$ cat config.mk
export PLATFORM = sky130hd
export DESIGN_NAME = tsb_subsys
export DESIGN_NICKNAME = d
export VERILOG_FILES = /design/src/hw/swarm_pkg.sv /design/src/hw/tile_hash.sv /design/src/hw/tsb_entry_table.sv /design/src/hw/tsb_lvt_scan.sv /design/src/hw/tsb.sv /design/src/hw/tsb_regs.sv /design/src/hw/tsb_subsys.sv
export SDC_FILE = /design/constraint.sdc
export NUM_CORES = 2
export LEC_CHECK = 0
export ABC_AREA = 1
export BUFFER_PORTS_ARGS = -buffer_cell sky130_fd_sc_hd__buf_4
export CAP_MARGIN = 20
export CELL_PAD_IN_SITES_DETAIL_PLACEMENT = 0
export CELL_PAD_IN_SITES_GLOBAL_PLACEMENT = 1
export CORE_ASPECT_RATIO = 0.9
export CORE_UTILIZATION = 25
export CTS_BUF_LIST = sky130_fd_sc_hd__clkbuf_2
export DETAILED_ROUTE_END_ITERATION = 8
export PLACE_DENSITY_LB_ADDON = 0.1
export SLEW_MARGIN = 20
export SYNTH_ARGS = -nofsm -noshare
export SYNTH_HDL_FRONTEND = slang
export SYNTH_SLANG_ARGS = --single-unit
$ cat constraint.sdc
create_clock -name clk -period 48.6 [get_ports clk]
set_input_delay 4.86 -clock clk [delete_from_list [all_inputs] [get_ports clk]]
set_output_delay 4.86 -clock clk [all_outputs]
set_load 0.02 [all_outputs]
$ cat src/hw/swarm_pkg.sv
`default_nettype none

package swarm_pkg;

   localparam int LOG_TSB_SIZE      = 3;
   localparam int TSB_SIZE          = 2 ** LOG_TSB_SIZE;
   localparam int MAX_TILES         = 8;
   localparam int ONLY_UNTIED_LEVEL = TSB_SIZE - 3; // Above this, tied tasks are held back.

   typedef logic [31:0]             ts_t;
   typedef logic [31:0]             hint_t;
   typedef logic [2:0]              tile_id_t;
   typedef logic [LOG_TSB_SIZE-1:0] tsb_entry_id_t;
   typedef logic [7:0]              epoch_t;
   typedef logic [5:0]              tq_slot_t;
   typedef logic [3:0]              cq_slice_slot_t;
   typedef logic [1:0]              child_id_t;
   typedef logic [3:0]              n_tiles_t;
   typedef logic [7:0]              reg_addr_t;
   typedef logic [31:0]             reg_data_t;

   typedef struct packed {
      ts_t         ts;
      hint_t       hint;
      logic [31:0] args;
   } task_t;

   typedef struct packed {
      logic      valid;
      reg_addr_t addr;
      reg_data_t data;
   } reg_wr_t;

   typedef struct packed {
      logic      valid;
      reg_addr_t addr;
   } reg_rd_t;

   localparam n_tiles_t  N_TILES         = 4;     // Tile count out of reset.
   localparam reg_addr_t TSB_LOG_N_TILES = 8'h10;
   localparam reg_addr_t TSB_ENTRY_VALID = 8'h14;

endpackage

`default_nettype wire

$ cat src/hw/tile_hash.sv
`default_nettype none

module tile_hash (
   input  swarm_pkg::hint_t    hint,
   input  swarm_pkg::n_tiles_t n_tiles,
   output swarm_pkg::tile_id_t tile
);
   import swarm_pkg::*;

   n_tiles_t mask;

   always_comb begin
      mask = n_tiles - 1'b1;
      if (n_tiles <= n_tiles_t'(1)) begin
         tile = '0;
      end else if ((n_tiles & mask) == '0) begin
         tile = hint[6:4] & mask[2:0]; // Power of two, plain bit select.
      end else begin
         tile = tile_id_t'(hint[30:4] % n_tiles);
      end
   end

   // Destination must name an existing tile.
   always_comb begin
      if (n_tiles != '0) begin
         assert (tile < n_tiles)
            else $error("tile_hash: tile %0d not below count %0d", tile, n_tiles);
      end
   end

endmodule

`default_nettype wire

$ cat src/hw/tsb_entry_table.sv
`default_nettype none

module tsb_entry_table (
   input  logic                             clk,
   input  logic                             rstn,
   input  logic                             alloc,
   input  swarm_pkg::task_t                 alloc_task,
   input  swarm_pkg::tile_id_t              alloc_tile,
   input  logic                             alloc_tied,
   input  swarm_pkg::cq_slice_slot_t        alloc_cq_slot,
   input  swarm_pkg::child_id_t             alloc_child_id,
   input  logic                             set_tied,
   input  swarm_pkg::tsb_entry_id_t         set_tied_id,
   input  logic                             set_tied_val,
   input  logic                             release_a,
   input  swarm_pkg::tsb_entry_id_t         release_a_id,
   input  logic                             release_b,
   input  swarm_pkg::tsb_entry_id_t         release_b_id,
   input  swarm_pkg::tsb_entry_id_t         rd_id,
   input  swarm_pkg::tsb_entry_id_t         resp_id,
   input  swarm_pkg::tsb_entry_id_t         scan_id,
   output swarm_pkg::tsb_entry_id_t         free_id,
   output logic                             has_free,
   output swarm_pkg::task_t                 rd_task,
   output swarm_pkg::tile_id_t              rd_tile,
   output logic                             rd_tied,
   output swarm_pkg::cq_slice_slot_t        rd_cq_slot,
   output swarm_pkg::child_id_t             rd_child_id,
   output logic                             resp_tied,
   output swarm_pkg::tile_id_t              resp_tile,
   output swarm_pkg::cq_slice_slot_t        resp_cq_slot,
   output swarm_pkg::child_id_t             resp_child_id,
   output swarm_pkg::ts_t                   scan_ts,
   output logic [swarm_pkg::TSB_SIZE-1:0]   entry_valid,
   output logic                             only_untied
);
   import swarm_pkg::*;

   logic [TSB_SIZE-1:0]   valid_q;
   logic [LOG_TSB_SIZE:0] count_q;

   task_t          entry_task     [TSB_SIZE];
   tile_id_t       entry_tile     [TSB_SIZE];
   logic           entry_tied     [TSB_SIZE];
   cq_slice_slot_t entry_cq_slot  [TSB_SIZE];
   child_id_t      entry_child_id [TSB_SIZE];

   // Lowest free index wins.
   always_comb begin
      free_id  = '0;
      has_free = 1'b0;
      for (int i = TSB_SIZE - 1; i >= 0; i--) begin
         if (!valid_q[i]) begin
            free_id  = tsb_entry_id_t'(i);
            has_free = 1'b1;
         end
      end
   end

   always_ff @(posedge clk) begin
      if (!rstn) begin
         valid_q <= '0;
         count_q <= '0;
      end else begin
         for (int i = 0; i < TSB_SIZE; i++) begin
            if (alloc && free_id == tsb_entry_id_t'(i)) begin
               valid_q[i] <= 1'b1;
            end else if ((release_a && release_a_id == tsb_entry_id_t'(i)) ||
                         (release_b && release_b_id == tsb_entry_id_t'(i))) begin
               valid_q[i] <= 1'b0;
            end
         end
         count_q <= count_q + (LOG_TSB_SIZE + 1)'(alloc)
                    - (LOG_TSB_SIZE + 1)'(release_a) - (LOG_TSB_SIZE + 1)'(release_b);
      end
   end

   always_ff @(posedge clk) begin
      if (alloc) begin
         entry_task[free_id]     <= alloc_task;
         entry_tile[free_id]     <= alloc_tile;
         entry_tied[free_id]     <= alloc_tied;
         entry_cq_slot[free_id]  <= alloc_cq_slot;
         entry_child_id[free_id] <= alloc_child_id;
      end
      if (set_tied) begin
         entry_tied[set_tied_id] <= set_tied_val; // Retry may change tied state.
      end
   end

   assign rd_task       = entry_task[rd_id];
   assign rd_tile       = entry_tile[rd_id];
   assign rd_tied       = entry_tied[rd_id];
   assign rd_cq_slot    = entry_cq_slot[rd_id];
   assign rd_child_id   = entry_child_id[rd_id];
   assign resp_tied     = entry_tied[resp_id];
   assign resp_tile     = entry_tile[resp_id];
   assign resp_cq_slot  = entry_cq_slot[resp_id];
   assign resp_child_id = entry_child_id[resp_id];
   assign scan_ts       = entry_task[scan_id].ts;
   assign entry_valid   = valid_q;
   assign only_untied   = count_q > ONLY_UNTIED_LEVEL;

   assert property (@(posedge clk) disable iff (!rstn) alloc |-> has_free);
   assert property (@(posedge clk) disable iff (!rstn)
      (release_a |-> valid_q[release_a_id]) and (release_b |-> valid_q[release_b_id]));
   assert property (@(posedge clk) disable iff (!rstn) count_q <= TSB_SIZE);

endmodule

`default_nettype wire

$ cat src/hw/tsb_lvt_scan.sv
`default_nettype none

module tsb_lvt_scan (
   input  logic                           clk,
   input  logic                           rstn,
   input  logic [swarm_pkg::TSB_SIZE-1:0] entry_valid,
   input  swarm_pkg::ts_t                 scan_ts,
   output swarm_pkg::tsb_entry_id_t       scan_id,
   output swarm_pkg::ts_t                 lvt
);
   import swarm_pkg::*;

   ts_t min_q;

   always_ff @(posedge clk) begin
      if (!rstn) begin
         scan_id <= '0;
         min_q   <= '0; // Keeps lvt at zero through the first pass.
         lvt     <= '0;
      end else begin
         scan_id <= scan_id + 1'b1;
         if (scan_id == '0) begin
            lvt   <= min_q;
            min_q <= entry_valid[0] ? scan_ts : '1;
         end else if (entry_valid[scan_id] && scan_ts < min_q) begin
            min_q <= scan_ts;
         end
      end
   end

endmodule

`default_nettype wire

$ cat src/hw/tsb.sv
`default_nettype none

module tsb (
   input  logic                           clk,
   input  logic                           rstn,
   input  logic                           s_wvalid,
   output logic                           s_wready,
   input  swarm_pkg::task_t               s_wdata,
   input  logic                           s_tied,
   input  swarm_pkg::cq_slice_slot_t      s_cq_slot,
   input  swarm_pkg::child_id_t           s_child_id,
   output logic                           s_only_untied,
   input  logic                           retry_valid,
   output logic                           retry_ready,
   input  swarm_pkg::tsb_entry_id_t       retry_tsb_id,
   input  logic                           retry_abort,
   input  logic                           retry_tied,
   output logic                           task_enq_valid,
   input  logic                           task_enq_ready,
   output swarm_pkg::task_t               task_enq_data,
   output logic                           task_enq_tied,
   output swarm_pkg::tile_id_t            task_enq_dest_tile,
   output swarm_pkg::tsb_entry_id_t       task_enq_tsb_id,
   input  logic                           task_resp_valid,
   output logic                           task_resp_ready,
   input  logic                           task_resp_ack,
   input  swarm_pkg::tsb_entry_id_t       task_resp_tsb_id,
   input  swarm_pkg::epoch_t              task_resp_epoch,
   input  swarm_pkg::tq_slot_t            task_resp_tq_slot,
   output logic                           m_resp_valid,
   input  logic                           m_resp_ready,
   output logic                           m_resp_ack,
   output swarm_pkg::tsb_entry_id_t       m_tsb_slot,
   output swarm_pkg::epoch_t              m_epoch,
   output swarm_pkg::tq_slot_t            m_tq_slot,
   output swarm_pkg::tile_id_t            m_tile_id,
   output swarm_pkg::cq_slice_slot_t      m_cq_slot,
   output swarm_pkg::child_id_t           m_child_id,
   input  swarm_pkg::n_tiles_t            n_tiles,
   output logic [swarm_pkg::TSB_SIZE-1:0] entry_valid,
   output swarm_pkg::ts_t                 lvt,
   output logic                           empty
);
   import swarm_pkg::*;

   tile_id_t       dest_tile;
   tsb_entry_id_t  free_id;
   tsb_entry_id_t  scan_id;
   logic           has_free;
   task_t          rd_task;
   tile_id_t       rd_tile;
   logic           resp_tied;
   tile_id_t       resp_tile;
   cq_slice_slot_t resp_cq_slot;
   child_id_t      resp_child_id;
   ts_t            scan_ts;
   logic           enq_free;
   logic           new_acc;
   logic           retry_acc;
   logic           resend;
   logic           resp_acc;

   assign enq_free        = !task_enq_valid || task_enq_ready;
   assign s_wready        = enq_free && has_free;
   assign retry_ready     = enq_free && !(s_wvalid && has_free); // New task has priority.
   assign new_acc         = s_wvalid && s_wready;
   assign retry_acc       = retry_valid && retry_ready;
   assign resend          = retry_acc && !retry_abort;
   assign task_resp_ready = !m_resp_valid;
   assign resp_acc        = task_resp_valid && task_resp_ready;
   assign empty           = entry_valid == '0;

   always_ff @(posedge clk) begin
      if (!rstn) begin
         task_enq_valid <= 1'b0;
      end else if (new_acc || resend) begin
         task_enq_valid <= 1'b1;
      end else if (task_enq_ready) begin
         task_enq_valid <= 1'b0;
      end
   end

   always_ff @(posedge clk) begin
      if (new_acc) begin
         task_enq_data      <= s_wdata;
         task_enq_tied      <= s_tied;
         task_enq_dest_tile <= dest_tile;
         task_enq_tsb_id    <= free_id;
      end else if (resend) begin
         task_enq_data      <= rd_task; // Stored copy goes out again.
         task_enq_tied      <= retry_tied;
         task_enq_dest_tile <= rd_tile;
         task_enq_tsb_id    <= retry_tsb_id;
      end
   end

   always_ff @(posedge clk) begin
      if (!rstn) begin
         m_resp_valid <= 1'b0;
      end else if (resp_acc && resp_tied) begin
         m_resp_valid <= 1'b1;
      end else if (m_resp_ready) begin
         m_resp_valid <= 1'b0;
      end
   end

   always_ff @(posedge clk) begin
      if (resp_acc && resp_tied) begin
         m_resp_ack <= task_resp_ack;
         m_tsb_slot <= task_resp_tsb_id;
         m_epoch    <= task_resp_epoch;
         m_tq_slot  <= task_resp_tq_slot;
         m_tile_id  <= resp_tile;
         m_cq_slot  <= resp_cq_slot;
         m_child_id <= resp_child_id;
      end
   end

   tile_hash hash_i (
      .hint    (s_wdata.hint),
      .n_tiles (n_tiles),
      .tile    (dest_tile)
   );

   tsb_entry_table table_i (
      .clk            (clk),
      .rstn           (rstn),
      .alloc          (new_acc),
      .alloc_task     (s_wdata),
      .alloc_tile     (dest_tile),
      .alloc_tied     (s_tied),
      .alloc_cq_slot  (s_cq_slot),
      .alloc_child_id (s_child_id),
      .set_tied       (resend),
      .set_tied_id    (retry_tsb_id),
      .set_tied_val   (retry_tied),
      .release_a      (resp_acc && task_resp_ack),
      .release_a_id   (task_resp_tsb_id),
      .release_b      (retry_acc && retry_abort),
      .release_b_id   (retry_tsb_id),
      .rd_id          (retry_tsb_id),
      .resp_id        (task_resp_tsb_id),
      .scan_id        (scan_id),
      .free_id        (free_id),
      .has_free       (has_free),
      .rd_task        (rd_task),
      .rd_tile        (rd_tile),
      .rd_tied        (),
      .rd_cq_slot     (),
      .rd_child_id    (),
      .resp_tied      (resp_tied),
      .resp_tile      (resp_tile),
      .resp_cq_slot   (resp_cq_slot),
      .resp_child_id  (resp_child_id),
      .scan_ts        (scan_ts),
      .entry_valid    (entry_valid),
      .only_untied    (s_only_untied)
   );

   tsb_lvt_scan scan_i (
      .clk         (clk),
      .rstn        (rstn),
      .entry_valid (entry_valid),
      .scan_ts     (scan_ts),
      .scan_id     (scan_id),
      .lvt         (lvt)
   );

   // Retries and responses name buffered entries.
   assert property (@(posedge clk) disable iff (!rstn)
      retry_acc |-> entry_valid[retry_tsb_id]);
   assert property (@(posedge clk) disable iff (!rstn)
      resp_acc |-> entry_valid[task_resp_tsb_id]);

endmodule

`default_nettype wire

$ cat src/hw/tsb_regs.sv
`default_nettype none

module tsb_regs (
   input  logic                           clk,
   input  logic                           rstn,
   input  swarm_pkg::reg_wr_t             reg_wr,
   input  swarm_pkg::reg_rd_t             reg_rd,
   input  logic [swarm_pkg::TSB_SIZE-1:0] entry_valid,
   output swarm_pkg::n_tiles_t            n_tiles,
   output logic                           reg_rvalid,
   output swarm_pkg::reg_data_t           reg_rdata
);
   import swarm_pkg::*;

   logic wr_n_tiles;

   assign wr_n_tiles = reg_wr.valid && reg_wr.addr == TSB_LOG_N_TILES;

   always_ff @(posedge clk) begin
      if (!rstn) begin
         n_tiles    <= N_TILES;
         reg_rvalid <= 1'b0;
      end else begin
         reg_rvalid <= reg_rd.valid;
         if (wr_n_tiles) begin
            n_tiles <= n_tiles_t'(reg_wr.data);
         end
      end
   end

   always_ff @(posedge clk) begin
      if (reg_rd.valid) begin
         case (reg_rd.addr)
            TSB_LOG_N_TILES: reg_rdata <= reg_data_t'(n_tiles);
            TSB_ENTRY_VALID: reg_rdata <= reg_data_t'(entry_valid);
            default:         reg_rdata <= '0; // Unmapped reads as zero.
         endcase
      end
   end

   assert property (@(posedge clk) disable iff (!rstn)
      wr_n_tiles |-> reg_wr.data >= 1 && reg_wr.data <= MAX_TILES);

endmodule

`default_nettype wire

$ cat src/hw/tsb_subsys.sv
`default_nettype none

module tsb_subsys (
   input  logic                      clk,
   input  logic                      rstn,
   input  logic                      s_wvalid,
   output logic                      s_wready,
   input  swarm_pkg::task_t          s_wdata,
   input  logic                      s_tied,
   input  swarm_pkg::cq_slice_slot_t s_cq_slot,
   input  swarm_pkg::child_id_t      s_child_id,
   output logic                      s_only_untied,
   input  logic                      retry_valid,
   output logic                      retry_ready,
   input  swarm_pkg::tsb_entry_id_t  retry_tsb_id,
   input  logic                      retry_abort,
   input  logic                      retry_tied,
   output logic                      task_enq_valid,
   input  logic                      task_enq_ready,
   output swarm_pkg::task_t          task_enq_data,
   output logic                      task_enq_tied,
   output swarm_pkg::tile_id_t       task_enq_dest_tile,
   output swarm_pkg::tsb_entry_id_t  task_enq_tsb_id,
   input  logic                      task_resp_valid,
   output logic                      task_resp_ready,
   input  logic                      task_resp_ack,
   input  swarm_pkg::tsb_entry_id_t  task_resp_tsb_id,
   input  swarm_pkg::epoch_t         task_resp_epoch,
   input  swarm_pkg::tq_slot_t       task_resp_tq_slot,
   output logic                      m_resp_valid,
   input  logic                      m_resp_ready,
   output logic                      m_resp_ack,
   output swarm_pkg::tsb_entry_id_t  m_tsb_slot,
   output swarm_pkg::epoch_t         m_epoch,
   output swarm_pkg::tq_slot_t       m_tq_slot,
   output swarm_pkg::tile_id_t       m_tile_id,
   output swarm_pkg::cq_slice_slot_t m_cq_slot,
   output swarm_pkg::child_id_t      m_child_id,
   input  swarm_pkg::reg_wr_t        reg_wr,
   input  swarm_pkg::reg_rd_t        reg_rd,
   output logic                      reg_rvalid,
   output swarm_pkg::reg_data_t      reg_rdata,
   output swarm_pkg::ts_t            lvt,
   output logic                      empty
);
   import swarm_pkg::*;

   n_tiles_t            n_tiles;     // Set by software.
   logic [TSB_SIZE-1:0] entry_valid;

   tsb tsb_i (.*);

   tsb_regs regs_i (.*);

endmodule

`default_nettype wire

==> run summary <==
effective utilization at floorplan = 0.251
status = complete, no violations
Post-synth EDFFs = 986
Die Ht = 466 um
Core Area = 0.238 mm^2
most used cell, CP = nand2_1
number of port buffers = 332
Syn Std Cell Area = 0.0599 mm^2
filler cell count = 25343
Tcrit/Tclk final = 0.914
DRC errors left = 0
number of global-route vias before repair = 48559
Post-Layout Cell Count = 10428
Worst setup SP type = input port
post-detailed-route count of antenna-violating nets = 0
final clock skew = 0.182 ns
cell type of the slowest stage on the worst timing path = ha_1
area of combinational cells with multiple inputs = 0.0249 mm^2
GRT met3 Usage = 0.0257
number of pins exceeding their max-slew limit in the final report = 0
RSZ-0062 raised after global routing = no
die footprint = 0.241 mm^2
global-route layer with the greatest usage = met2
Detailed Route WL = 217 mm
Fin. Hold Viols = 0
total I/O pin count = 385
top cells by area in the synthesized netlist = edfxtp_1 (49%), nand2_1 (7.1%), a22oi_1 (5.0%)
share of the core filled with cells = 0.297
share of the synthesized area in the top cell type = 0.495
synthesis-to-finish area growth = 18.3%
wire length of the first global-routing pass = 319 mm
clock-pin slew on the worst setup and hold paths = 0.09 ns
actual slew at the worst max-slew pin = 1.19 ns
H-tree Lvls = 5
clock net sink count = 1072
Worst EP required = 50.01 ns
total clock buffers created by CTS = 310
peak fanout along the critical path = 10
Final setup violation count = 0
final-stage net count = 7372
DIE WIDTH = 518 um
number of distinct library cells after synthesis = 85
number of core rows = 170
cell count after placement = 9909
final setup TNS = 0 ns
worst slew margin relative to its limit = 0.206
ratio of cells with drive above 1 in the final layout = 0.257
element type at the critical path end = flip-flop
fraction of met1 tracks used by global routing = 0.228
maximum cell stage delay along the critical path = 0.36 ns
total number of vias = 48436
highest clock frequency the design can meet = 0.0225 GHz
final worst path period need = 44.40 ns
primary flip-flop cell chosen by synthesis mapping = edfxtp_1
number of storage elements in the synthesis netlist = 1072
Starting DRT DRC Count = 2844
post-synthesis cell count = 6260
maximum number of pins on one net before global-route repair = 129
first-pass iteration count of the detailed router = 5
Clock Path Buffers = 4
number of warning messages in the yosys log = 0
data arrival time at the worst-slack endpoint = 45.81 ns
part of the Yosys area used for sequential elements = 0.523
post-synthesis average cell area = 9.56 um^2
top cell type by total area after synthesis = edfxtp_1
share of async-settable or async-resettable flops after synthesis = 0
MaxCap Viol Count = 0
register area = 0.0313 mm^2
total gr overflow = 0
routed len/inst = 20.8 um
most common library cell in the layout ignoring fill and taps = nand2_1
clock root buffer = clkbuf_2
class of the worst hold path = flip-flop to flip-flop
total half-perimeter wirelength after legalization and detailed placement = 143 mm
most used cells in the layout excluding fill and tap cells = nand2_1 (1132), edfxtp_1 (986), buf_4 (730)
met2 usage in global routing = 0.303
final setup margin = 4.20 ns
initial antenna violation count = 14
clock tree from TritonCTS = built
Via density = 4.64
RePlAce Congestion = 0.781
clock latency on the worst-skew pair = 1.75 ns
type of the worst setup path = input port to flip-flop
pre-CTS setup slack = 0.657 ns
total routing usage reported by global routing = 0.176
[metrics by stage]
stage	hold slack [ns]	area, um^2
final	0.403	70800
after global routing	0.438	70800
after CTS	0.399	70700
after detailed placement	0.467	68200
after global placement	0.464	68200
after floorplan	0.445	59900
[kinds of logic after synthesis]
family / count (synthesis) / share of synthesized area
AO/OA/AOI/OAI: 1068 / 0.115
flip-flops: 1072 / 0.523
buffers and inverters: 905 / 0.0644
XOR/XNOR: 93 / 0.0137
adder cells (fa/ha/maj): 148 / 0.0313
AND/OR/NAND/NOR: 2973 / 0.252
other: 1 / 0.0000626
[registers in the layout, indices dropped and copies added, names as in the netlist, 16 cells and up]
register,count
tsb_i.table_i.entry_tile,24
tsb_i.table_i.entry_task,768
tsb_i.task_enq_data,96
tsb_i.scan_i.lvt,32
tsb_i.scan_i.min_q,32
tsb_i.table_i.entry_cq_slot,32
tsb_i.table_i.entry_child_id,16
[final timing paths]
kind	slack, ns	to	from	cells after the start
max	4.20	tsb_i.table_i.entry_tile[2][0]$_DFFE_PP_	s_wdata[62]	289
min	0.40	tsb_i.scan_i.lvt[9]$_SDFFE_PN0N_	tsb_i.scan_i.min_q[9]$_SDFFE_PN0P_	2
max reg2reg	6.98	tsb_i.table_i.entry_tile[2][0]$_DFFE_PP_	regs_i.n_tiles[0]$_SDFFE_PN0P_	289
min reg2reg	0.40	tsb_i.scan_i.lvt[9]$_SDFFE_PN0N_	tsb_i.scan_i.min_q[9]$_SDFFE_PN0P_	2
[cell usage after synthesis, types with 60 or more instances]
cell      number
a21oi_1      136
a22oi_1      401
a31oi_1       67
clkbuf_1     213
dfxtp_1       86
edfxtp_1     986
ha_1         145
inv_1        522
nand2_1     1134
nand2_2      165
nand2_4       62
nand3_1      572
nand3_2       90
nand4_1      154
nor2_1       530
nor2_2        76
nor2_4        65
o21ai_0      289
xor2_1        60
[what timing repair did]
action | in CTS | in global routing
setup buffers | 0 | 2
setup endpoints to repair | 0 | 27
resized for setup | 0 | 20
hold buffers | 0 | 0
[metal layers]
metal | part of all wire | vias to the layer above
li1 | - | 23704
met1 | 0.45 | 23394
met2 | 0.49 | 1081
met3 | 0.037 | 253
met4 | 0.021 | 4
met5 | 0.00011 | -
[worst max-delay path, delay by kind of cell]
kind | cells | cell delay, ns
compound gates | 66 | 10.44
buf+inv | 48 | 4.63
simple gates | 148 | 17.44
fa+ha+maj | 27 | 8.18
[cell type report]
type / instances / share of cell area
Sequential cell: 1072 / 0.443
Multi-Input combinational cell: 4306 / 0.352
Timing Repair Buffer: 736 / 0.0790
Tap cell: 3182 / 0.0562
Inverter: 615 / 0.0339
Clock buffer: 460 / 0.0325
Clock inverter: 46 / 0.00292
Antenna cell: 11 / 0.000389
Power is not shown: default switching activity piles up to over one toggle a cycle in this logic, so the estimate is an artifact.
